File: config.mk
export PLATFORM = sky130hd
export DESIGN_NAME = mainControl
export DESIGN_NICKNAME = d
export VERILOG_FILES = /design/src/hdl/ctrlPkg.sv /design/src/hdl/isaPkg.sv /design/src/hdl/mainControl.sv /design/src/hdl/strobeGenerator.sv /design/src/hdl/stepSequencer.sv /design/src/hdl/opcodeDecoder.sv
export SDC_FILE = /design/constraint.sdc
export NUM_CORES = 1
export LEC_CHECK = 0
export BUFFER_PORTS_ARGS = -buffer_cell sky130_fd_sc_hd__buf_4
export CORE_MARGIN = 4
export CORE_UTILIZATION = 54
export CTS_BUF_LIST = sky130_fd_sc_hd__clkbuf_8
export DETAILED_ROUTE_END_ITERATION = 7
export PLACE_DENSITY = 0.81
export REMOVE_ABC_BUFFERS = 1
export SYNTH_ARGS = -nofsm -noshare
export SYNTH_HDL_FRONTEND = slang
export SYNTH_SLANG_ARGS = --single-unit
File: constraint.sdc
create_clock -name clk -period 2.64 [get_ports clk]
set_clock_uncertainty 0.2 [all_clocks]
set_input_delay 0.528 -clock clk [delete_from_list [all_inputs] [get_ports clk]]
set_output_delay 0.528 -clock clk [all_outputs]
set_load 0.01 [all_outputs]
File: src/hdl/ctrlPkg.sv
package ctrlPkg;

    // ALU select codes
    localparam logic [2:0] aluOpNone = 3'b000;
    localparam logic [2:0] aluOpReg  = 3'b000; // function comes from the register instr
    localparam logic [2:0] aluOpAdd  = 3'b010;
    localparam logic [2:0] aluOpSub  = 3'b011;
    localparam logic [2:0] aluOpSla  = 3'b100;
    localparam logic [2:0] aluOpSra  = 3'b101;
    localparam logic [2:0] aluOpSrl  = 3'b110;

    // branch condition codes
    localparam logic [2:0] branchNone   = 3'b000;
    localparam logic [2:0] branchAlways = 3'b001;
    localparam logic [2:0] branchMinus  = 3'b011;
    localparam logic [2:0] branchPlus   = 3'b101;
    localparam logic [2:0] branchZero   = 3'b111;

    typedef struct packed {
        logic [2:0] aluOp;
        logic       aluSource; // 1 selects the second register operand
        logic [2:0] branch;
    } ctrlFields;

    typedef struct packed {
        logic writeReg;
        logic memRead;
        logic memWrite;
        logic memRegPC; // register file takes memory data
    } memStrobes;

    // one-cycle pulses from the sequencer to the strobe registers
    typedef struct packed {
        logic latchFields;
        logic regWriteOn;
        logic memReadOn;
        logic memWriteOn;
        logic loadWriteOn;
        logic clearStrobes;
    } stepEvents;

endpackage

File: src/hdl/isaPkg.sv
package isaPkg;

    // register ALU operation, the only user of group 00
    localparam logic [5:0] opAlu  = 6'b000000;

    // immediate and memory group
    localparam logic [5:0] opAddi = 6'b000001;
    localparam logic [5:0] opSubi = 6'b000101;
    localparam logic [5:0] opSlai = 6'b001001;
    localparam logic [5:0] opSrai = 6'b001101;
    localparam logic [5:0] opSrli = 6'b010001;
    localparam logic [5:0] opLd   = 6'b010101;
    localparam logic [5:0] opSt   = 6'b011001;
    localparam logic [5:0] opLdsp = 6'b011101;
    localparam logic [5:0] opStsp = 6'b100001;
    localparam logic [5:0] opMove = 6'b100101;

    // branch and system group
    localparam logic [5:0] opBr   = 6'b000010;
    localparam logic [5:0] opBmi  = 6'b000110;
    localparam logic [5:0] opBpl  = 6'b001010;
    localparam logic [5:0] opBz   = 6'b001110;
    localparam logic [5:0] opHalt = 6'b100010;
    localparam logic [5:0] opNop  = 6'b100110;

    localparam logic [1:0] groupAlu = 2'b00;
    localparam logic [1:0] groupImm = 2'b01; // immediates, MOVE, loads, stores
    localparam logic [1:0] groupSys = 2'b10; // branches, HALT, NOP

    // group sits in the low bits, function above it
    typedef struct packed {
        logic [3:0] func;
        logic [1:0] group;
    } opcodeSplit;

    typedef union packed {
        logic [5:0] raw;
        opcodeSplit split;
    } opcodeWord;

    typedef enum logic [2:0] {
        aluClass,
        immClass,
        loadClass,
        storeClass,
        branchClass,
        haltClass,
        nopClass
    } instrClass;

endpackage
File: src/hdl/mainControl.sv
module mainControl #(
    parameter int memWaitCycles = 1
) (
    input  logic               clk,
    input  logic               reset,
    input  isaPkg::opcodeWord  opcode,
    input  logic               interrupt,
    output ctrlPkg::ctrlFields fields,
    output ctrlPkg::memStrobes strobes,
    output logic               busy
);
    import isaPkg::*;
    import ctrlPkg::*;

    instrClass instr;
    ctrlFields decodedFields; // unregistered table output
    stepEvents events;

    opcodeDecoder decoder (
        .opcode (opcode),
        .instr  (instr),
        .fields (decodedFields)
    );

    stepSequencer #(
        .memWaitCycles (memWaitCycles)
    ) sequencer (
        .clk       (clk),
        .reset     (reset),
        .instr     (instr),
        .interrupt (interrupt),
        .busy      (busy),
        .events    (events)
    );

    strobeGenerator strobeGen (
        .clk      (clk),
        .reset    (reset),
        .events   (events),
        .fieldsIn (decodedFields),
        .fields   (fields),
        .strobes  (strobes)
    );

endmodule

File: src/hdl/strobeGenerator.sv
module strobeGenerator (
    input  logic               clk,
    input  logic               reset,
    input  ctrlPkg::stepEvents events,
    input  ctrlPkg::ctrlFields fieldsIn,
    output ctrlPkg::ctrlFields fields,
    output ctrlPkg::memStrobes strobes
);

    // fields hold until the next instruction latches its own
    always_ff @(posedge clk) begin
        if (reset) begin
            fields <= '0;
        end else if (events.latchFields) begin
            fields <= fieldsIn;
        end
    end

    always_ff @(posedge clk) begin
        if (reset) begin
            strobes <= '0;
        end else if (events.clearStrobes) begin
            strobes <= '0; // end of instruction
        end else begin
            if (events.regWriteOn)
                strobes.writeReg <= 1'b1;
            if (events.memReadOn)
                strobes.memRead <= 1'b1;
            if (events.memWriteOn)
                strobes.memWrite <= 1'b1;
            // load write-back, register takes memory data
            if (events.loadWriteOn) begin
                strobes.writeReg <= 1'b1;
                strobes.memRegPC <= 1'b1;
            end
        end
    end

endmodule

File: src/hdl/stepSequencer.sv
module stepSequencer #(
    parameter int memWaitCycles = 1
) (
    input  logic               clk,
    input  logic               reset,
    input  isaPkg::instrClass  instr,
    input  logic               interrupt,
    output logic               busy,
    output ctrlPkg::stepEvents events
);
    import isaPkg::*;

    // wait step lasts memWaitCycles cycles, at least one
    localparam int waitWidth = (memWaitCycles > 1) ? $clog2(memWaitCycles) : 1;
    localparam logic [waitWidth-1:0] lastWait = waitWidth'(memWaitCycles - 1);

    typedef enum logic {
        idle,
        execute
    } seqState;

    seqState              state;
    logic [1:0]           step;
    logic [waitWidth-1:0] waitCount;
    logic                 waitDone;
    logic                 finalStep;
    logic                 holdStep; // stay on the current step
    logic                 memClass;

    assign busy     = (state == execute);
    assign waitDone = (waitCount == lastWait);
    assign memClass = (instr == loadClass) || (instr == storeClass);

    // step schedule per class
    //   step 0  latch fields, all classes
    //   step 1  issue the main strobe, or hold in HALT
    //   step 2  memory wait, or last step of ALU/imm/branch
    //   step 3  last step of loads and stores
    always_comb begin
        events    = '0;
        finalStep = 1'b0;
        holdStep  = 1'b0;
        if (state == execute) begin
            case (step)
                2'd0: events.latchFields = 1'b1;
                2'd1: begin
                    case (instr)
                        aluClass, immClass: events.regWriteOn = 1'b1;
                        loadClass:  events.memReadOn = 1'b1;
                        storeClass: events.memWriteOn = 1'b1;
                        haltClass: begin
                            holdStep  = !interrupt; // wait for interrupt
                            finalStep = interrupt;
                        end
                        nopClass:    finalStep = 1'b1;
                        branchClass: finalStep = 1'b0; // condition settles in the datapath
                        default:     finalStep = 1'b1;
                    endcase
                end
                2'd2: begin
                    if (memClass) begin
                        holdStep = !waitDone;
                        // write-back lands memWaitCycles after memRead
                        events.loadWriteOn = waitDone && (instr == loadClass);
                    end else begin
                        finalStep = 1'b1;
                    end
                end
                default: finalStep = 1'b1;
            endcase
            events.clearStrobes = finalStep;
        end
    end

    always_ff @(posedge clk) begin
        if (reset) begin
            state     <= idle;
            step      <= 2'd0;
            waitCount <= '0;
        end else if (state == idle) begin
            state <= execute; // one idle cycle between instructions
            step  <= 2'd0;
        end else if (finalStep) begin
            state     <= idle;
            step      <= 2'd0;
            waitCount <= '0;
        end else if (holdStep) begin
            if (step == 2'd2)
                waitCount <= waitCount + 1'b1;
        end else begin
            step      <= step + 2'd1;
            waitCount <= '0;
        end
    end

endmodule

File: src/hdl/opcodeDecoder.sv
module opcodeDecoder (
    input  isaPkg::opcodeWord  opcode,
    output isaPkg::instrClass  instr,
    output ctrlPkg::ctrlFields fields
);
    import isaPkg::*;
    import ctrlPkg::*;

    // sequence class from group and function
    always_comb begin
        instr = nopClass;
        case (opcode.split.group)
            groupAlu: begin
                if (opcode.split.func == 4'd0)
                    instr = aluClass;
            end
            groupImm: begin
                case (opcode.split.func)
                    4'd0, 4'd1, 4'd2, 4'd3, 4'd4, 4'd9: instr = immClass; // incl. MOVE
                    4'd5, 4'd7: instr = loadClass;  // LD, LDSP
                    4'd6, 4'd8: instr = storeClass; // ST, STSP
                    default: instr = nopClass;
                endcase
            end
            groupSys: begin
                case (opcode.split.func)
                    4'd0, 4'd1, 4'd2, 4'd3: instr = branchClass;
                    4'd8: instr = haltClass;
                    default: instr = nopClass;
                endcase
            end
            default: instr = nopClass;
        endcase
    end

    // static control fields, looked up on the whole word
    always_comb begin
        fields.aluOp     = aluOpNone;
        fields.aluSource = 1'b0;
        fields.branch    = branchNone;
        case (opcode.raw)
            opAlu: begin
                fields.aluOp     = aluOpReg;
                fields.aluSource = 1'b1;
            end
            opAddi, opMove: fields.aluOp = aluOpAdd;
            opSubi: fields.aluOp = aluOpSub;
            opSlai: fields.aluOp = aluOpSla;
            opSrai: fields.aluOp = aluOpSra;
            opSrli: fields.aluOp = aluOpSrl;
            opBr:   fields.branch = branchAlways;
            opBmi:  fields.branch = branchMinus;
            opBpl:  fields.branch = branchPlus;
            opBz:   fields.branch = branchZero;
            // memory ops, HALT, NOP and unknown words keep zero fields
            default: fields.aluOp = aluOpNone;
        endcase
    end

endmodule

# Yosys cells after proc, flatten, opt, wreduce, memory -nomap -nowiden

Memories as Yosys holds them, arrays and structs flattened.
Cells that the tools add are included.

Flip-flop bits (word level): 15
Bits in read-only memories: 48
Input bits: 9
Output and inout bits: 12
Logic and storage cells: 84
Memories: 1

Memory list:

| name             | words | width | read ports | clocked after memory_dff | wr ports | RTL line            | source |
|---|---|---|---|---|---|---|---|
| (name not given) | 16    | 3     | 1          | 0                        | 0        | opcodeDecoder.sv:18 | `case (opcode.split.func)` |

Add/subtract/negate cells: 2
Eq/ne operators: 24
Multiplexer cells: 29
Bitwise gates (word level): 2
Reduce and logical (&&, ||, !) cells: 16

Operators with widths:

| operator                                                               | number |
|---|---|
| 6-bit by 4-bit equality test with 1-bit output (second input constant) | 4 |
| 1-bit 2-to-1 mux                                                       | 19 |
| 3-bit case mux with 5 select lines                                     | 1 |
| 6-bit by 3-bit equality test with 1-bit output (second input constant) | 2 |
| 3-bit case mux with 4 select lines                                     | 1 |
| 3-bit case mux with 3 select lines                                     | 1 |
| 4-bit by 2-bit equality test with 1-bit output (second input constant) | 2 |
| 3-bit by 2-bit equality test with 1-bit output (second input constant) | 2 |
| 3-bit equality test (second input constant)                            | 2 |
| 6-bit by 1-bit equality test with 1-bit output (second input constant) | 1 |
| 6-bit by 2-bit equality test with 1-bit output (second input constant) | 1 |
| 6-bit by 5-bit equality test with 1-bit output (second input constant) | 1 |
| 6-bit equality test (second input constant)                            | 1 |
| 6-bit logical NOT                                                      | 1 |
| 3-bit 2-to-1 mux                                                       | 2 |
| 6-bit 2-to-1 mux                                                       | 1 |
| 2-bit OR reduction                                                     | 3 |
| 5-bit OR reduction                                                     | 1 |
| 2-bit by 1-bit equality test with 1-bit output (second input constant) | 2 |
| 2-bit equality test (second input constant)                            | 2 |
| 4-bit by 1-bit equality test with 1-bit output (second input constant) | 1 |
| 4-bit equality test (second input constant)                            | 1 |
| 2-bit logical NOT                                                      | 2 |
| 4-bit logical NOT                                                      | 1 |
| other kinds (16)                                                       | 18 |

# Depth between registers and ports, before layout

Gate-level depths: netlist (run 1).

Word-level depth: 11
Depth in mapped cells: 7
Mapped depth without buffers: 7

# By module

From an unflattened synthesis (run 1), not the netlist that was laid out.

Cell total of the unflattened synthesis: 112
Area total of the unflattened synthesis: 1,008.5 sq um

Modules (own cells, without submodules):

| module          | times used | cells an instance | area an instance (sq um) | seq. area each (sq um) |
|---|---|---|---|---|
| stepSequencer   | 1          | 49                | 405.4                    | 80.1 |
| strobeGenerator | 1          | 32                | 391.6                    | 220.2 |
| opcodeDecoder   | 1          | 31                | 211.5                    | 0.0 |

# Least setup slack after synthesis (run 1)

No wires, ideal clock.

Kind: input -> register
Start: in opcode[3] (netlist bit)
End: reg sequencer.step[0]
Library setup time: 0.116 ns
Arrival time: 1.742 ns
Required time: 2.324 ns
Slack: 0.583 ns
Stages on the path: 7
Buffers on the path: 1
Path through: buf_2 nor3_1 nand4_1 nor3b_1 o21ai_0 xnor2_1 and3_1

Word-level cells in the longest chain between the ends: 10
Elaborated cells on any way between the ends: 27
Those cells by class: eq/ne (9); mux (11); reduce/logical (6); memory (1)

RTL lines:

| element                                                                      | RTL line                                 | source |
|---|---|---|
| start: declaration                                                           | mainControl.sv:6                         | `input isaPkg::opcodeWord opcode,` |
| 4-bit by 1-bit equality test with 1-bit output, or another cell as far along | opcodeDecoder.sv:26                      | `case (opcode.split.func)` |
| 4-bit OR reduction                                                           | opcodeDecoder.sv:26                      |  |
| 2-bit case mux with 2 select lines                                           | opcodeDecoder.sv:26                      |  |
| 3-bit case mux with 3 select lines (*)                                       | opcodeDecoder.sv:12                      | `case (opcode.split.group)` |
| 3-bit equality test, or another cell as far along                            | stepSequencer.sv:47                      | `case (instr)` |
| 5-bit OR reduction (no line) or 1-bit logical OR (tied branches)             | --                                       |  |
| 1-bit case mux with 2 select lines or 1-bit 2-to-1 mux (tied branches)       | stepSequencer.sv:47, stepSequencer.sv:61 |  |
| 1-bit case mux with 3 select lines                                           | stepSequencer.sv:44                      | `case (step)` |
| 1-bit 2-to-1 mux                                                             | stepSequencer.sv:43                      | `if (state == execute) begin` |
| 3-bit OR reduction (no line)                                                 | --                                       |  |
| end signal: assignment                                                       | stepSequencer.sv:91                      | `step <= step + 2'd1;` |
| end: declaration                                                             | stepSequencer.sv:23                      | `logic [1:0] step;` |

Every way passes the cells marked *; elsewhere a longest branch is shown, timed or not.
A chain may end at the register's enable or synchronous reset.

# Worst setup path after layout (run 1)

Start: in opcode[1] (netlist bit)
End: reg, netlist name strobeGen.strobes[1]

Word-level cells in the longest chain between the ends: 8
Elaborated cells on any way between the ends: 19
Those cells by class: eq/ne (7); mux (7); reduce/logical (5)

RTL lines:

| element                                                                | RTL line |
|---|---|
| 2-bit equality test, or another cell as far along                      | opcodeDecoder.sv:12 |
| 3-bit case mux with 3 select lines (*)                                 | opcodeDecoder.sv:12 |
| 3-bit equality test, or another cell as far along                      | stepSequencer.sv:47 |
| 5-bit OR reduction (no line) or 1-bit logical OR (tied branches)       | -- |
| 1-bit case mux with 2 select lines or 1-bit 2-to-1 mux (tied branches) | stepSequencer.sv:47, stepSequencer.sv:61 |
| 1-bit case mux with 3 select lines                                     | stepSequencer.sv:44 |
| 6-bit 2-to-1 mux (*)                                                   | stepSequencer.sv:43 |
| 2-bit OR reduction (no line)                                           | -- |

Marked as above.

==> impl_results.md, run 1 <==
* Status: completed
* Most frequent cells in the layout: buf_4 (20), dfxtp_1 (15), nor2_1 (12)
* Vias in the first global route at 771
* Overall Global Routing Usage at 0.179
* Fraction of layout cells with a size suffix above 1 at 0.211
* Period Utilization, post-route at 0.733
* Gr ovfl total at 0
* Post-layout util at 0.704
* Largest net degree at the start of global routing at 13
* Adder-cell share of the synthesized area at 0.0567
* Worst-path maximum fanout at 8
* Max incr delay on CP at 0.43 ns
* Ant diodes at 0
* RSZ-0062 raised after global routing: no
* Placed cell count at between 100 and 150
* P_leak at approximately 0.45 nW
* Worst EP required at 2.63 ns
* Tightest Pin Transition at 0.481 ns
* Core box area at 1520 µm²
* Pre-antenna DRT Iters at 4
* Hold Slack at 0.258 ns
* First-pass GRT wire length at 3390 µm
* Post-synthesis sequential area ratio at 0.340
* Slew Limit Fails at 0
* Register bit total from synthesis at 15
* # setup viols final at 0
* Worst r2r src: sequencer.step[0]
* Main combinational cell family by area after synthesis: simple AND/OR/NAND/NOR gates
* Fin crit period at 1.94 ns
* Post-synthesis async set-or-reset flop share at 0
* Worst Setup EP: strobeGen.strobes[1]
* CP arrival at roughly 1.9 ns
* Reg2reg end: strobeGen.fields[5]
* Antenna viol nets, final at 0
* CTS root buf: clkbuf_8
* Vias per cell at 5.96
* Multiplexer area fraction after synthesis at 0.0227
* DR iter-0 viols at 24
* MaxCap Viol Count at 0
* Power per Cell Area at 469 nW/µm²
* Reg2Reg Depth at 6
* Reg2reg setup slack at between 0.8 and 0.9 ns
* Critical Path Source Type: primary input
* Simple-Gate Fraction of Synth Area at 0.282
* Mean Syn Cell Area at about 8 µm²
* Synth Area in Compound Gates at 0.228
* Clk slew on worst S/H paths at 0.06 ns
* Row count at 14
* Worst-path cell chain: buf_4 -> nand2b_1 -> o311ai_0 -> nor2b_1 -> nor3b_1 -> o21a_1
* Starting Density at 0.579
* YS warnings at 0
* Worst-Skew Late Latency at 0.24 ns
* CP endpoint kind: flop
* H-Tree Depth at 1
* Initial antenna violation count at 0
* TNS Setup at 0 ns
* Setup CP Type: in -> reg
* Port Buffers at 20
* Vias at 858
* Cts repair resizes at 0
* Routed len/inst at 14.2 µm
* Hold Violations, Final at 0
* Final #Nets at ~140
* CTS buffer count at 3
* Clock sinks at 15
* Post-synth EDFFs at 0
* Unique cell type count in the Yosys netlist at 36
* Hold Path Class: reg -> reg
* Clk buf depth at 2
* Dominant synthesized flop cell: dfxtp_1
* Max IR drop VDD at 0.000357 V
* CTS tree: yes
* # DRC at 0
* Routed WL at just over 2000 µm
* Area grow syn2layout at 21.6%
* Synthesized area at 882 µm²
* Slowest CP cell: o311ai_0
* Placer congestion estimate at 0.823
* FMAX at between 500 and 600 MHz
* Fillers at 125
* Post-CTS Setup Bufs at 0
* # IOs at 21
* Post-CTS Hold Fix Bufs at 0
* Most common cell after layout, fill and taps aside: buf_4
* Die W at 48.4 µm
* Die Span Y at 48.4 µm
* Post-DP HPWL at ~1500 µm
* Xor/xnor share of the synthesized area at 0.00993
* Synthesized instance count at 110
* Critical path origin: opcode[1]
* Slew Limit Headroom at 0.675
* Non-Filler Instances at 144
* Die Area at 2340 µm²
cell usage after synthesis (2+ instances only):
master	n	area, µm²
dfxtp_1	15	300
nor2_1	12	45.0
a21oi_1	11	55.1
nand2_1	10	37.5
inv_1	7	26.3
ha_1	4	50.1
nand4_1	4	25.0
nor2b_1	4	25.0
buf_2	3	15.0
nor3_1	3	15.0
o21a_1	3	22.5
o21ai_0	3	15.0
and3_1	2	12.5
clkbuf_1	2	7.51
mux2i_1	2	20.0
nand2b_1	2	12.5
nor3b_1	2	15.0
nor4_1	2	12.5
nor4b_1	2	17.5
final cells by class:
| class | instances | area [µm²] | area share |
|---|---|---|---|
| Clock buffer | 3 | 41.3 | 0.0385 |
| Clock inverter | 1 | 5.00 | 0.00467 |
| Sequential cell | 15 | 300 | 0.280 |
| Tap cell | 16 | 20.0 | 0.0187 |
| Multi-Input combinational cell | 82 | 529 | 0.494 |
| Inverter | 7 | 26.3 | 0.0245 |
| Timing Repair Buffer | 20 | 150 | 0.140 |
sequential cells by signal (all words and copies together) (netlist names):
signal	cells
strobeGen.fields	7
strobeGen.strobes	4
sequencer.step	2
sequencer.busy	1
sequencer.waitCount	1
routing by layer:
| layer | up-vias | part of all wire | track usage |
|---|---|---|---|
| met5 | - | 0 | 0 |
| met4 | 0 | 0.0059 | 0.0553 |
| met3 | 2 | 0.065 | 0.0613 |
| met2 | 30 | 0.48 | 0.285 |
| met1 | 401 | 0.45 | 0.225 |
| li1 | 425 | - | - |
per-stage QoR:
step | power [mW] | instance area, µm² | worst slack [ns]
floorplan | 0.285 | 856 | 0.710
global placement | 0.318 | 1030 | 0.480
detailed placement | 0.321 | 1030 | 0.449
CTS | 0.508 | 1070 | 0.695
global route | 0.535 | 1070 | 0.521
finish | 0.503 | 1070 | 0.704
how the worst min path moves through the flow:
stage,from,endpoint,slack (ns),cells after the start
finish,strobeGen.fields[2],strobeGen.fields[2],0.26,2
global route,strobeGen.fields[3],strobeGen.fields[3],0.29,2
global placement,strobeGen.fields[2],strobeGen.fields[2],0.24,2
floorplan,strobeGen.fields[1],strobeGen.fields[1],0.27,2
CTS,strobeGen.fields[2],strobeGen.fields[2],0.26,2
detailed placement,strobeGen.fields[2],strobeGen.fields[2],0.25,2
report_power, final:
part / total (mW) / internal [mW] / switching (mW)
sequential: 0.238 / 0.231 / 0.00676
combinational: 0.0796 / 0.0328 / 0.0468
clock: 0.186 / 0.104 / 0.0815
cells by family (layout without fill, tap and decap cells):
group	Yosys count	count (layout)
AO/OA/AOI/OAI	28	28
adder cells (fa/ha/maj)	4	4
multiplexers	2	2
XOR/XNOR	1	1
flip-flops	15	15
AND/OR/NAND/NOR	47	47
buffers and inverters	13	31
worst max-delay path, delay by kind of cell:
kind | cells | cell delay [ns]
AOI/OAI and AO/OA | 2 | 0.56
and+or+nand+nor | 3 | 0.70
buffers and inverters | 1 | 0.14
(Power assumes the default switching activity.)
==> run 2, diff against run 1 <==
==> constraint.sdc (replaced) <==
create_clock -name clk -period 1.8 [get_ports clk]
set_clock_uncertainty 0.2 [all_clocks]
set_input_delay 0.36 -clock clk [delete_from_list [all_inputs] [get_ports clk]]
set_output_delay 0.36 -clock clk [all_outputs]
set_load 0.01 [all_outputs]
==> run 2 against run 1 <==
  * Critical path depth is 2 higher
  * Die area stayed put
  * Cell count is 13% higher
  * Non-clock buffer count is 18 higher
  * Hold slack worse by 0.12 ns
  * First-iteration DRC count is 33% lower
  * Count of clock-buffer cells in the layout stayed put
  * Sequential cell count stayed put
  * Combinational power is 86% higher
  * Global-route usage is 2.2 points higher
  * Worst setup slack worse by 0.63 ns
==> impl_results.md, run 2 (synthesized netlist as in run 1, its figures left out) <==
* Slew Limit Headroom at 0.710 (+0.0356)
* Vias per cell at 5.60 (-5.9%)
* Most frequent cells in the layout: buf_4 (38), dfxtp_1 (15), nor2_1 (12)
* MaxCap Viol Count at 0 (unchanged)
* Placer congestion estimate at 0.820 (-0.40%)
* Worst r2r src: sequencer.step[0]
* First-pass GRT wire length at 3830 µm (+13%)
* P_leak at 0.539 nW (+20%)
* Levels on crit path at 8 (+2)
* Cell family with most CP delay: simple AND/OR/NAND/NOR gates
* Slowest CP cell: or2_1
* # setup viols final at 0 (unchanged)
* Power Total at 764 µW (+52%)
* Row count at 14 (unchanged)
* Hold Path Class: in -> reg
* Worst-path maximum fanout at 7 (-1)
* Hold Violations, Final at 0 (unchanged)
* Worst-Skew Late Latency at 0.25 ns (about the same)
* DR iter-0 viols at 16 (-33%)
* CTS root buf: clkbuf_8
* Die Span Y at 48.4 µm (unchanged)
* Final #Nets at 160 (+13%)
* Worst EP required at 1.74 ns (-0.89 ns)
* Max IR drop VDD at 0.000557 V (+56%)
* Vias at 908 (+5.8%)
* Fraction of layout cells with a size suffix above 1 at 0.342 (+0.132)
* Placed cell count at 157 (+12%)
* Max FFs per register at 7 (unchanged)
* FMAX at 580 MHz
* Most common cell after layout, fill and taps aside: buf_4
* Reg2reg setup slack at 0.16 ns (-0.66 ns)
* Final worst slack at 0.0769 ns (-0.627 ns)
* Worst-path cell chain: buf_4 -> or2_1 -> a21oi_1 -> nor2_1 -> buf_4 -> and3_1 -> a211oi_1 -> nor2b_1
* Post-DP HPWL at 1700 µm (+13%)
* Non-Filler Instances at 162 (+13%)
* Die Area at 2340 µm² (unchanged)
* Reg2reg end: strobeGen.fields[4]
* Clock sinks at 15 (unchanged)
* Top flop regs: strobeGen.fields (7), strobeGen.strobes (4), sequencer.step (2)
* # DRC at 0 (unchanged)
* Gr ovfl total at 0 (unchanged)
* Power per Cell Area at 620 nW/µm² (+32%)
* Tightest Pin Transition at 0.429 ns (-0.0521 ns)
* Bufs and invs on worst path at 2 (+1)
* Max incr delay on CP at 0.28 ns (-0.15 ns)
* Core box area at 1520 µm² (unchanged)
* Worst Setup EP: strobeGen.strobes[3]
* Die W at 48.4 µm (unchanged)
* Fillers at 103 (-18%)
* Port Buffers at 20 (unchanged)
* CTS buffer count at 3 (unchanged)
* Dpl ws at -0.208 ns (-0.656 ns)
* Critical path origin: opcode[3]
* CTS tree: yes
* H-Tree Depth at 1 (unchanged)
* Post-CTS Hold Fix Bufs at 0 (unchanged)
* Routed len/inst at 13.7 µm (-3.8%)
* Reg2Reg Depth at 7 (+1)
* Fin crit period at 1.72 ns
* Period Utilization, post-route at 0.957
* Clk buf depth at 2 (unchanged)
* Overall Global Routing Usage at 0.201 (+0.0217)
* Setup CP Type: in -> reg
* Area of the multi-input gates at 554 µm² (+4.7%)
* Clk slew on worst S/H paths at 0.06 ns (about the same)
* Slew Limit Fails at 0 (unchanged)
* Initial antenna violation count at 0 (unchanged)
* Pre-antenna DRT Iters at 4 (unchanged)
* Critical Path Source Type: primary input
* # IOs at 21 (unchanged)
* Ant diodes at 0 (unchanged)
* Routed WL at 2220 µm (+8.2%)
* Area grow syn2layout at 39.7%
* Register Area at 300 µm² (unchanged)
* CP arrival at 1.66 ns (-0.27 ns)
* Most flop-heavy register: strobeGen.fields
* Antenna viol nets, final at 0 (unchanged)
* Post-layout util at 0.809 (+0.105)
* CP endpoint kind: flop
* Vias in the first global route at 866 (+12%)
* Largest net degree at the start of global routing at 13 (unchanged)
* Cell mode on critical path: buf_4
* Status: completed
* Starting Density at 0.579 (unchanged)
* Hold Slack at 0.134 ns (-0.124 ns)
-- run 2: cell type report --
type	count	share of cell area
clock inverters	1	0.00406
well taps	16	0.0162
multi-input cells	82	0.450
repair buffers	38	0.231
inverters	7	0.0213
clock buffers	3	0.0335
flip-flops and latches	15	0.244
-- run 2: worst min path at each step --
stage                     cells past startpoint  slack, ns                   to                start
after floorplan                               1       0.23  strobeGen.fields[0]                reset
after global placement                        2       0.24  strobeGen.fields[1]  strobeGen.fields[1]
after detailed placement                      2       0.25  strobeGen.fields[3]  strobeGen.fields[3]
after CTS                                     2       0.13  strobeGen.fields[5]                reset
after global routing                          2       0.13  strobeGen.fields[3]                reset
final                                         2       0.13  strobeGen.fields[5]                reset
-- run 2: where the power goes --
part	internal [mW]	switching, mW	total (mW)
registers	0.339	0.0100	0.349
logic	0.0711	0.0766	0.148
clock network	0.153	0.114	0.267
-- run 2: metal layers --
layer | track usage | wire [µm]
met2 | 0.337 | 1110
met1 | 0.241 | 947
met5 | 0 | 0
met4 | 0.0645 | 17
met3 | 0.0613 | 144
-- run 2: metrics by stage --
stage	TNS (ns)	cell area, µm²
2_1_floorplan	0	856
5_1_grt	-0.0728	1230
3_5_place_dp	-1.03	1150
4_1_cts	0	1200
3_3_place_gp	-0.745	1150
6_report	0	1230
-- run 2: repair_timing --
item                       in CTS  in global routing
hold endpoints to repair        0                  0
resized for setup               0                  7
buffers inserted                0                  1
setup endpoints to repair       0                  6
